--- src/hdl/keccak_pkg.sv ---
// keccak arithmetic package: lane and state types, rotation table, rotate helper
package keccak_pkg;

	// one 64-bit lane of the keccak state
	typedef logic [63:0] lane_t;

	// lanes in the full 1600-bit state
	localparam int LANES = 25;

	// plane grid is 5 by 5
	localparam int GRID = 5;

	// lane position in streaming order, x fastest
	typedef logic [4:0] lane_idx_t;

	// round number inside one permutation
	typedef logic [4:0] round_idx_t;

	// two views of the same 1600 bits
	// lanes view is indexed x + 5y for streaming
	// planes view is indexed [y][x] for the round steps
	typedef union packed {
		lane_t [LANES-1:0] lanes;
		lane_t [GRID-1:0][GRID-1:0] planes;
	} keccak_state_u;

	// rho rotation amounts, indexed x + 5y
	localparam int RHO_OFFSET [LANES] = '{
		0, 1, 62, 28, 27,
		36, 44, 6, 55, 20,
		3, 10, 43, 25, 39,
		41, 45, 15, 21, 8,
		18, 2, 61, 56, 14
	};

	// rotate a lane left by n bit positions
	function automatic lane_t rotl(lane_t v, int unsigned n);
		// a zero amount leaves the lane as it is
		if (n == 0) begin
			return v;
		end
		return (v << n) | (v >> (64 - n));
	endfunction

endpackage

--- src/hdl/round_const_gen.sv ---
// round constant generator: 8-bit LFSR unrolled into the 64-bit iota constant
module round_const_gen import keccak_pkg::*; (
	input logic clk,
	input logic rst,
	input logic restart,
	input logic step,
	output lane_t rc
);

	// spec LFSR, x^8+x^6+x^5+x^4+1, bit 0 is the output
	logic [7:0] lfsr;
	logic [7:0] walk;
	logic [7:0] lfsr_next;

	// seven outputs land on bit positions 2^j - 1
	always_comb begin
		walk = lfsr;
		rc = '0;
		for (int j = 0; j < 7; j++) begin
			rc[(1 << j) - 1] = walk[0];
			// feedback taps fold back when bit 7 shifts out
			walk = {walk[6:0], 1'b0} ^ (walk[7] ? 8'h71 : 8'h00);
		end
		lfsr_next = walk;
	end

	always_ff @(posedge clk or posedge rst) begin
		if (rst) begin
			lfsr <= 8'h01;
		end else if (restart) begin
			// new block starts again at round 0
			lfsr <= 8'h01;
		end else if (step) begin
			lfsr <= lfsr_next;
		end
	end

	// zero would lock the LFSR and kill every later constant
	a_lfsr_live: assert property (@(posedge clk) disable iff (rst)
		lfsr != 8'h00);

endmodule

--- config.mk ---
export PLATFORM = sky130hd
export DESIGN_NAME = round_const_gen
export DESIGN_NICKNAME = d
export VERILOG_FILES = /design/src/hdl/keccak_pkg.sv /design/src/hdl/round_const_gen.sv
export SDC_FILE = /design/constraint.sdc
export NUM_CORES = 1
export LEC_CHECK = 0
export ABC_AREA = 1
export BUFFER_PORTS_ARGS = -buffer_cell sky130_fd_sc_hd__buf_4
export CAP_MARGIN = 20
export CELL_PAD_IN_SITES_DETAIL_PLACEMENT = 1
export CELL_PAD_IN_SITES_GLOBAL_PLACEMENT = 2
export CORE_MARGIN = 5
export CORE_UTILIZATION = 23
export DETAILED_ROUTE_END_ITERATION = 8
export PLACE_DENSITY_LB_ADDON = 0.15
export SYNTH_ARGS = -nofsm -noshare
export SYNTH_HDL_FRONTEND = slang
export SYNTH_SLANG_ARGS = --single-unit
--- constraint.sdc ---
create_clock -name clk -period 4 [get_ports clk]
set_input_delay 0.4 -clock clk [delete_from_list [all_inputs] [get_ports clk]]
set_output_delay 0.4 -clock clk [all_outputs]
set_load 0.01 [all_outputs]
==> impl_metrics.sql <==
INSERT INTO impl_metrics (metric_group, metric, value, unit) VALUES
('run_status', 'status', 'completed', ''),
('sta', 'timing.final.max_slew_violations', '0', ''),
('synthesis', 'yosys-mux-area-fraction', '0', '%'),
('global_routing', 'grt_max_degree', '11', ''),
('die', 'die_width', '82.7', 'um'),
('sta', 'report.final.hold_viol_count', '0', ''),
('sta', 'timing.setup.tns', '0', 'ns'),
('global_routing', 'grt_antenna_before_repair', '0', ''),
('synthesis', 'area_share_of_the_largest_cell_type_after_synthesis', '37.0', '%'),
('setup_path', 'cp_cell_sequence', 'inv_2, nand2_1, nand2_1, nand2_1, nand2_1, nand2_4, nand2_4, inv_2, buf_4', ''),
('setup_path', 'cp-start-kind', 'register', ''),
('setup_path', 'worst_path_buf_inv', '3', ''),
('finish', 'final.fill_count', '672', ''),
('setup_path', 'timing.reg2reg.setup_slack', '2.23', 'ns'),
('clock_tree', 'path_clk_slew', '0.04', 'ns'),
('setup_path', 'reg2reg_depth', '11', ''),
('global_routing', 'number_of_global_route_vias_before_repair', '932', ''),
('drt', 'route.detailed.drc', '0', ''),
('finish', 'largest_register', 'lfsr', ''),
('power_and_ir_drop', 'power.ir.vdd_worst', '0.162', 'mV'),
('synthesis', 'post_synth_xor_area_fraction', '0.720', '%'),
('synthesis', 'synth_simple_gate_area_share', '35.9', '%'),
('finish', 'largest_register_ffs', '8', ''),
('global_routing', 'most_used_routing_layer', 'met2', ''),
('synthesis', 'synthAdderAreaFrac', '0', '%'),
('global_routing', 'met1_usage', '11.0', '%'),
('drt', 'route.detailed.vias_per_inst', '3.52', ''),
('clock_tree', 'ctsRootBufferMaster', 'clkbuf_8', ''),
('global_routing', 'globalRouteOverflowTotal', '0', ''),
('sta', 'final.hold.worst_slack', '0.124', 'ns'),
('sta', 'worst_slack', '1.87', 'ns'),
('die', 'core.rowCount', '26', ''),
('synthesis', 'ys_ff_latch', '8', ''),
('synthesis', 'synth_top_family_by_area', 'buffers and inverters', ''),
('die', 'num_io_pins', '68', ''),
('setup_path', 'required', '3.60', 'ns'),
('setup_path', 'cp.arrival', '1.73', 'ns'),
('sta', 'worst_clock_skew', '0.00229', 'ns'),
('drt', 'wl_per_instance', '10.8', 'um'),
('drt', 'route.vias.total', '922', ''),
('global_routing', 'grt_use_total', '8.69', '%'),
('setup_path', 'cpPeakStageDelay', '0.53', 'ns'),
('setup_path', 'worst_r2r_startpoint', 'lfsr[6]', ''),
('drt', 'antenna_left', '0', ''),
('setup_path', 'path_common_cell', 'nand2_1', ''),
('synthesis', 'ys_types', '19', ''),
('global_routing', 'groute.layer.met2.usage', '15.1', '%'),
('sta', 'period_needed', '2.13', 'ns'),
('global_routing', 'met3_usage', '0.759', '%'),
('job', 'drv_cap', '0', ''),
('global_routing', 'global_route_wire_length_before_repair', '4560', 'um'),
('power_and_ir_drop', 'p_per_cell_area', '887', 'nW/um2'),
('drt', 'totalWireLength', '2840', 'um'),
('sta', 'rsz0062_at_grt', 'no', ''),
('placed_design', 'detailedPlacementHpwl', '2480', 'um'),
('power_and_ir_drop', 'p_leak', '0.000695', 'uW'),
('clock_tree', 'cts_tree', 'built', ''),
('clock_tree', 'cts-buffers-inserted', '3', ''),
('finish', 'post_route_cells_drive_above_1_share', '19.8', '%'),
('synthesis', 'yosys.area.top_type', 'buf_4', ''),
('setup_path', 'critical_path.max_fanout', '10', ''),
('clock_tree', 'h-tree-depth', '1', ''),
('clock_tree', 'post-cts-setup-buffer-count', '0', ''),
('die', 'die_y', '82.7', 'um'),
('synthesis', 'yosys_synthesis_warning_count', '0', ''),
('drt', 'dr.pass1.iters', '4', ''),
('clock_tree', 'cts_hold_buf', '0', ''),
('synthesis', 'synth.area.top_cells', 'buf_4, nand2_1, dfrtp_1', ''),
('hold_path', 'hold_path_class', 'in2async', ''),
('die', 'floorplan.core_area', '5110', 'um2'),
('sta', 'fmax', '469', 'MHz');
## metrics by stage
step	area, um2	power (uW)	util, %
global route	1170	1170	22.9
CTS	1170	1060	22.9
finish	1170	1040	22.9
global placement	1120	952	22.0
detailed placement	1120	952	22.0
floorplan	1430	804	-
## worst max-delay path by stage
stage	start	end	slack (ns)	cells past startpoint
2_1_floorplan	lfsr[6]	rc[63]	2.52	9
3_3_place_gp	lfsr[6]	rc[63]	2.09	9
3_5_place_dp	lfsr[6]	rc[63]	2.09	9
4_1_cts	lfsr[6]	rc[63]	1.83	9
5_1_grt	lfsr[6]	rc[63]	1.71	9
6_report	lfsr[6]	rc[63]	1.87	9
## placed cells by master (no fill, tap or decap)
cell / count
conb_1: 57
nand2_1: 54
nand3_1: 13
nand2_2: 11
inv_1: 10
buf_4: 10
nand2_4: 7
dfrtp_1: 7
inv_2: 5
nor2_1: 4
o22ai_1: 4
clkbuf_8: 3
a21oi_1: 1
xnor2_1: 1
or2_2: 1
o21ai_0: 1
a22oi_1: 1
clkbuf_1: 1
dfstp_2: 1
## kinds of logic (layout without fill, tap and decap cells)
family	after synthesis	after routing
AND/OR/NAND/NOR	90	90
XOR/XNOR	1	1
other	1	57
AO/OA/AOI/OAI	7	7
buffers and inverters	77	29
flip-flops	8	8
## synthesized netlist by cell type
cell,count
nand2_1,54
o21ai_0,1
nor2_1,4
inv_1,10
o22ai_1,4
inv_2,5
conb_1,1
dfrtp_1,7
xnor2_1,1
dfstp_2,1
buf_6,1
nand3_1,13
or2_2,1
buf_2,1
a22oi_1,1
nand2_2,11
a21oi_1,1
nand2_4,7
buf_4,60
## layer usage
layer / part of all wire (%) / wire [um] / vias up
met5: 0 / 0 / -
met2: 52 / 1480 / 34
met4: 0.95 / 27 / 0
met1: 41 / 1170 / 425
met3: 5.6 / 159 / 2
li1: - / - / 461
## report_power, final
group / total [uW] / internal, uW / leakage, uW / switching, uW
registers: 170 / 116 / 0.000104 / 53.5
logic: 764 / 272 / 0.000568 / 492
clock network: 101 / 69.1 / 0.0000228 / 32.2
## layout make-up
cell class	instances	area [um2]	area share, %
Multi-Input combinational cell	155	702	60.1
Sequential cell	8	201	17.3
Tap cell	70	87.6	7.50
Timing Repair Buffer	10	75.1	6.43
Inverter	15	56.3	4.82
Clock buffer	4	45.0	3.86
Note: power is estimated with default switching activity, not from simulation.
