[src/hdl/keccak_pkg.sv]
// keccak arithmetic package: lane and state types, rotation table, rotate helper
package keccak_pkg;

	// one 64-bit lane of the keccak state
	typedef logic [63:0] lane_t;

	// lanes in the full 1600-bit state
	localparam int LANES = 25;

	// plane grid is 5 by 5
	localparam int GRID = 5;

	// lane position in streaming order, x fastest
	typedef logic [4:0] lane_idx_t;

	// round number inside one permutation
	typedef logic [4:0] round_idx_t;

	// two views of the same 1600 bits
	// lanes view is indexed x + 5y for streaming
	// planes view is indexed [y][x] for the round steps
	typedef union packed {
		lane_t [LANES-1:0] lanes;
		lane_t [GRID-1:0][GRID-1:0] planes;
	} keccak_state_u;

	// rho rotation amounts, indexed x + 5y
	localparam int RHO_OFFSET [LANES] = '{
		0, 1, 62, 28, 27,
		36, 44, 6, 55, 20,
		3, 10, 43, 25, 39,
		41, 45, 15, 21, 8,
		18, 2, 61, 56, 14
	};

	// rotate a lane left by n bit positions
	function automatic lane_t rotl(lane_t v, int unsigned n);
		// a zero amount leaves the lane as it is
		if (n == 0) begin
			return v;
		end
		return (v << n) | (v >> (64 - n));
	endfunction

endpackage

[src/hdl/lane_io_pkg.sv]
// lane stream package: stream beat format and lane store command word
package lane_io_pkg;

	// one beat on the input or output lane stream
	// first marks lane (0,0) of a block
	typedef struct packed {
		logic first;
		keccak_pkg::lane_t data;
	} stream_beat_t;

	// controller to lane store commands
	// at most one bit is set in any cycle
	typedef struct packed {
		// shift a new lane in at the top
		logic load;
		// replace the state with the round result
		logic step;
		// shift the state down one lane for output
		logic advance;
	} store_cmd_t;

endpackage

[src/hdl/perm_ctrl.sv]
// permutation controller: phase FSM, lane and round counters, stream and store control
module perm_ctrl import keccak_pkg::*, lane_io_pkg::*; #(
	parameter int NUM_ROUNDS = 24
) (
	input logic clk,
	input logic rst,
	input logic pushin,
	input logic in_first,
	output logic stopin,
	output logic pushout,
	input logic stopout,
	output logic out_first,
	output store_cmd_t cmd,
	output logic rc_restart
);

	typedef enum logic [1:0] {
		IDLE,
		LOAD,
		ROUND,
		UNLOAD
	} phase_t;

	phase_t phase;
	// lanes taken in during LOAD, lanes sent out during UNLOAD
	lane_idx_t lane_cnt;
	round_idx_t round_cnt;

	logic in_xfer;
	logic out_xfer;
	logic last_lane;
	logic last_round;
	logic load_done;
	logic unload_done;

	// input is only closed while the state is busy or draining
	assign stopin = (phase == ROUND) || (phase == UNLOAD);
	assign in_xfer = pushin && !stopin;

	assign pushout = (phase == UNLOAD);
	assign out_xfer = pushout && !stopout;
	// lane 0 is at the bottom of the store until the first advance
	assign out_first = pushout && (lane_cnt == '0);

	assign last_lane = (lane_cnt == lane_idx_t'(LANES - 1));
	assign last_round = (round_cnt == round_idx_t'(NUM_ROUNDS - 1));

	// idle beats without first are accepted and dropped
	// inside LOAD the first bit is not looked at
	assign cmd = '{
		load: in_xfer && ((phase == LOAD) || in_first),
		step: (phase == ROUND),
		advance: out_xfer
	};

	// constants start over with every new block
	assign rc_restart = (phase == IDLE) && cmd.load;

	assign load_done = (phase == LOAD) && cmd.load && last_lane;
	assign unload_done = out_xfer && last_lane;

	always_ff @(posedge clk or posedge rst) begin
		if (rst) begin
			phase <= IDLE;
			lane_cnt <= '0;
			round_cnt <= '0;
		end else begin
			case (phase)
				IDLE: begin
					// the first lane is already in the store
					if (cmd.load) begin
						lane_cnt <= lane_idx_t'(1);
						phase <= LOAD;
					end
				end
				LOAD: begin
					if (cmd.load) begin
						if (last_lane) begin
							lane_cnt <= '0;
							round_cnt <= '0;
							phase <= ROUND;
						end else begin
							lane_cnt <= lane_cnt + 5'd1;
						end
					end
				end
				ROUND: begin
					// one round per clock, no waiting
					if (last_round) begin
						phase <= UNLOAD;
					end else begin
						round_cnt <= round_cnt + 5'd1;
					end
				end
				UNLOAD: begin
					// stopout freezes the count and the store together
					if (out_xfer) begin
						if (last_lane) begin
							lane_cnt <= '0;
							phase <= IDLE;
						end else begin
							lane_cnt <= lane_cnt + 5'd1;
						end
					end
				end
				default: begin
					phase <= IDLE;
				end
			endcase
		end
	end

	// input stays closed from the last load until the last lane leaves
	a_stopin_busy: assert property (@(posedge clk) disable iff (rst)
		load_done |=> (stopin until_with unload_done));

	// load, step and advance never collide
	a_cmd_onehot: assert property (@(posedge clk) disable iff (rst)
		$onehot0(cmd));

	// output opens only right after the final round
	a_pushout_rise: assert property (@(posedge clk) disable iff (rst)
		$rose(pushout) |-> $past((phase == ROUND) && last_round));

endmodule

[config.mk]
export PLATFORM = sky130hd
export DESIGN_NAME = perm_ctrl
export DESIGN_NICKNAME = d
export VERILOG_FILES = /design/src/hdl/keccak_pkg.sv /design/src/hdl/lane_io_pkg.sv /design/src/hdl/perm_ctrl.sv
export SDC_FILE = /design/constraint.sdc
export NUM_CORES = 1
export LEC_CHECK = 0
export ABC_AREA = 1
export ABC_CLOCK_PERIOD_IN_PS = 4500
export BUFFER_PORTS_ARGS = -buffer_cell sky130_fd_sc_hd__buf_2
export CORE_ASPECT_RATIO = 0.9
export CORE_UTILIZATION = 30
export CTS_CLUSTER_DIAMETER = 150
export DETAILED_ROUTE_END_ITERATION = 10
export GPL_ROUTABILITY_DRIVEN = 0
export SLEW_MARGIN = 20
export SYNTH_ARGS = -nofsm -noshare
export SYNTH_HDL_FRONTEND = slang
export SYNTH_SLANG_ARGS = --single-unit
[constraint.sdc]
create_clock -name clk -period 4.5 [get_ports clk]
set_clock_uncertainty 0.15 [all_clocks]
set_input_delay 0.45 -clock clk [delete_from_list [all_inputs] [get_ports clk]]
set_output_delay 0.45 -clock clk [all_outputs]
set_load 0.02 [all_outputs]
==> metrics.md <==
| Metric | Value |
|---|---|
| Result of the run | finished clean |
| Average size of a mapped cell | 7.57 um^2 |
| Total I/O pin count | 12 |
| Prevailing post-synth register cell | dfrtp_1 |
| Count of endpoints failing setup in the final report | 0 |
| Global Route Usage Sum | 13.3% |
| Overall die area | 3150 um^2 |
| Worst Setup Start Kind | flop |
| Warning count from the yosys run | 0 |
| Clock latency on the worst-skew pair | 0.27 ns |
| Vertical die dimension | 53.3 um |
| Maximum level of the CTS H-tree | 1 |
| Data arrival time of the worst path | 1.67 ns |
| Wirelength, routed | 1.69 mm |
| Fraction of post-synthesis cell area in the top cell type by area | 34.2% |
| Number of buffers added on ports | 11 |
| Vias in the first global route | 746 |
| Instance count of the mapped netlist | 116 |
| Area Growth Syn to Fin | 15.2% |
| Share of flip-flops with an asynchronous set or reset after synthesis | 100% |
| Share of layout cells above drive strength 1 | 17.7% |
| Total number of clock tree sinks | 12 |
| Most common library cells after synthesis | nand2_1 (34), inv_1 (14), dfrtp_1 (12), nand3_1 (10), o21ai_1 (10) |
| First-pass iteration count of the detailed router | 4 |
| Net count after synthesis | 129 |
| Core ar. | 2770 um^2 |
| Maximum root-to-sink buffer count | 2 |
| Cell area reported after detailed placement | 976 um^2 |
| Series of cell instances along the critical path | inv_1 > ha_1 > nor2_1 > nand3_4 > nor2_1 > buf_2 |
| Number of antenna violations at the first check in global routing | 0 |
| Number of cell rows | 18 |
| CTS tree | done |
| Resized cells post-CTS | 0 |
| Static power due to leakage | 0.507 nW |
| IR Drop Worst-Case VDD | 0.306 mV |
| Via count | 755 |
| Shortest period the worst path allows | 2.27 ns |
| Pin count of the biggest net entering global routing | 13 |
| Number of nets at the end of the flow | 144 |
| Worst R2R Setup Slack | 2.59 ns |
| Wire length of the first global-routing pass | 3.11 mm |
| Via density per instance | 4.44 |
| HPWL after detailed placement | 1.34 mm |
| Required time at the worst-slack endpoint | 3.90 ns |
| Detailed router's first-iteration violation count | 9 |
| Root buf cell | clkbuf_4 |
| Flops & latches, synth | 12 |
| Number of enable-type register cells in the synthesized netlist | 0 |
| Overflow after GRT | 0 |
| Achievable clock frequency | 441 MHz |
| RSZ-0062 raised after global routing | no |
| Post-synth cell types | 20 |
| Max-slew violation count | 0 |
| Critical Path Fanout Max | 7 |
| Average detailed-routed wire length per instance | 9.96 um |
| CP Capture Type | primary output |
| Proportion of synthesized chip area in sequential cells | 34.2% |
| Pwr Density | 643 nW/um^2 |
| Setup repair bufs after CTS | 0 |
| Final standard cell area without fillers | 1010 um^2 |
| Count of hold-fix buffers inserted at cts | 0 |
| Final hold violation count | 0 |
| Relative max-transition margin | 68.2% |
| Crit path largest cell delay | 0.40 ns |
| Max-Cap Viols | 0 |
| TritonCTS Buffers | 3 |
| Fill cells | 282 |
| Residual DRC count | 0 |
| Synthesized cell area | 878 um^2 |
| Cell type with the highest occurrence count on the critical path | nor2_1 |
| Total negative slack | 0 ns |
| Final worst path period share | 50.4% |
| Antenna-violating nets left | 0 |
| Width of the die | 59.0 um |
| Slew @ Worst Pin | 0.476 ns |
| Startpoint-to-endpoint class of the critical path | reg -> out |
| Ant. Diodes | 0 |
| Min-Delay Path Class | in -> async |
| Clk slew on worst S/H paths | 0.08 ns |
| Dominant cell type by area after synthesis | dfrtp_1 |
| Worst hold margin | 0.0215 ns |
| Most numerous cell in the Yosys netlist | nand2_1 |
| CP max-delay cell | dfrtp_1 |
| Starting Density | 31.7% |
| Largest cells by area after synthesis | dfrtp_1 (34%), nand2_1 (15%), ha_1 (11%) |
-- kinds of logic (layout without fill, tap and decap cells) --
logic type,count (synthesis),in the layout,share of synthesized area (%)
AOI/OAI and AO/OA,15,15,9.55
xor gates and xnor gates,5,5,4.99
adders and majority gates,8,8,11.4
buffers and inverters,15,29,6.84
DFF,12,12,34.2
and+or+nand+nor,61,61,33.0
-- where the power goes --
group / total [mW] / switching (mW) / internal, mW
registers: 0.189 / 0.0431 / 0.145
clock network: 0.0874 / 0.0382 / 0.0492
logic: 0.374 / 0.243 / 0.132
-- cell usage in the layout (no fill, tap or decap) --
master    count
nand2_1      34
inv_1        14
dfrtp_1      12
buf_2        11
nand3_1      10
o21ai_1      10
nor2_1        8
ha_1          8
nand2_2       3
xnor2_1       3
clkbuf_4      3
o21ai_0       2
xor2_1        2
or2_2         2
nand4_4       1
nand3_4       1
o21ai_2       1
a21boi_1      1
nor4_1        1
a21boi_0      1
nand4_1       1
clkbuf_8      1
-- stage by stage --
step	cells	power (mW)	utilization [%]	setup slack (ns)
2_1_floorplan	116	0.480	-	2.38
3_3_place_gp	166	0.552	35.2	2.58
3_5_place_dp	166	0.567	35.2	2.53
4_1_cts	170	0.658	36.5	2.21
5_1_grt	170	0.724	36.5	2.05
6_report	170	0.650	36.5	2.23
-- state kept, by name, indices dropped and copies added (netlist names) --
signal / count
lane_cnt: 5
round_cnt: 5
phase: 2
-- path summary, 6_finish.rpt --
check | from | endpoint | cells past startpoint
setup / recovery | phase[0]$_DFFE_PP0P_ | rc_restart | 6
setup reg to reg | phase[0]$_DFFE_PP0P_ | lane_cnt[0]$_DFFE_PP0P_ | 8
max in group asynchronous | rst | phase[0]$_DFFE_PP0P_ | 2
hold / removal | rst | lane_cnt[2]$_DFFE_PP0P_ | 2
min in group clk | round_cnt[1]$_DFFE_PP0P_ | round_cnt[1]$_DFFE_PP0P_ | 2
hold reg to reg | round_cnt[1]$_DFFE_PP0P_ | round_cnt[1]$_DFFE_PP0P_ | 2
-- cell type report --
type | count | area [um^2] | share of cell area, %
well taps | 40 | 50.0 | 4.94
flip-flops and latches | 12 | 300 | 29.7
clock buffers | 4 | 36.3 | 3.58
multi-input cells | 89 | 518 | 51.2
inverters | 14 | 52.6 | 5.19
repair buffers | 11 | 55.1 | 5.44
-- per-layer routing --
metal  share of wire, %  track usage, %  up-vias  wire length, um
met5                  0               0        -                0
met1                 50            16.8      335              850
met2                 45            22.7       13              764
li1                   -               -      403                -
met4                2.5            8.33        0               42
met3                2.2               0        4               37
-- critical path: cells and delay by family, from the launching register on --
| family | cells | cell delay, ns |
|---|---|---|
| buffers and inverters | 2 | 0.27 |
| adders and majority gates | 1 | 0.27 |
| and+or+nand+nor | 3 | 0.46 |
| DFF | 1 | 0.40 |
(Power assumes the default switching activity.)
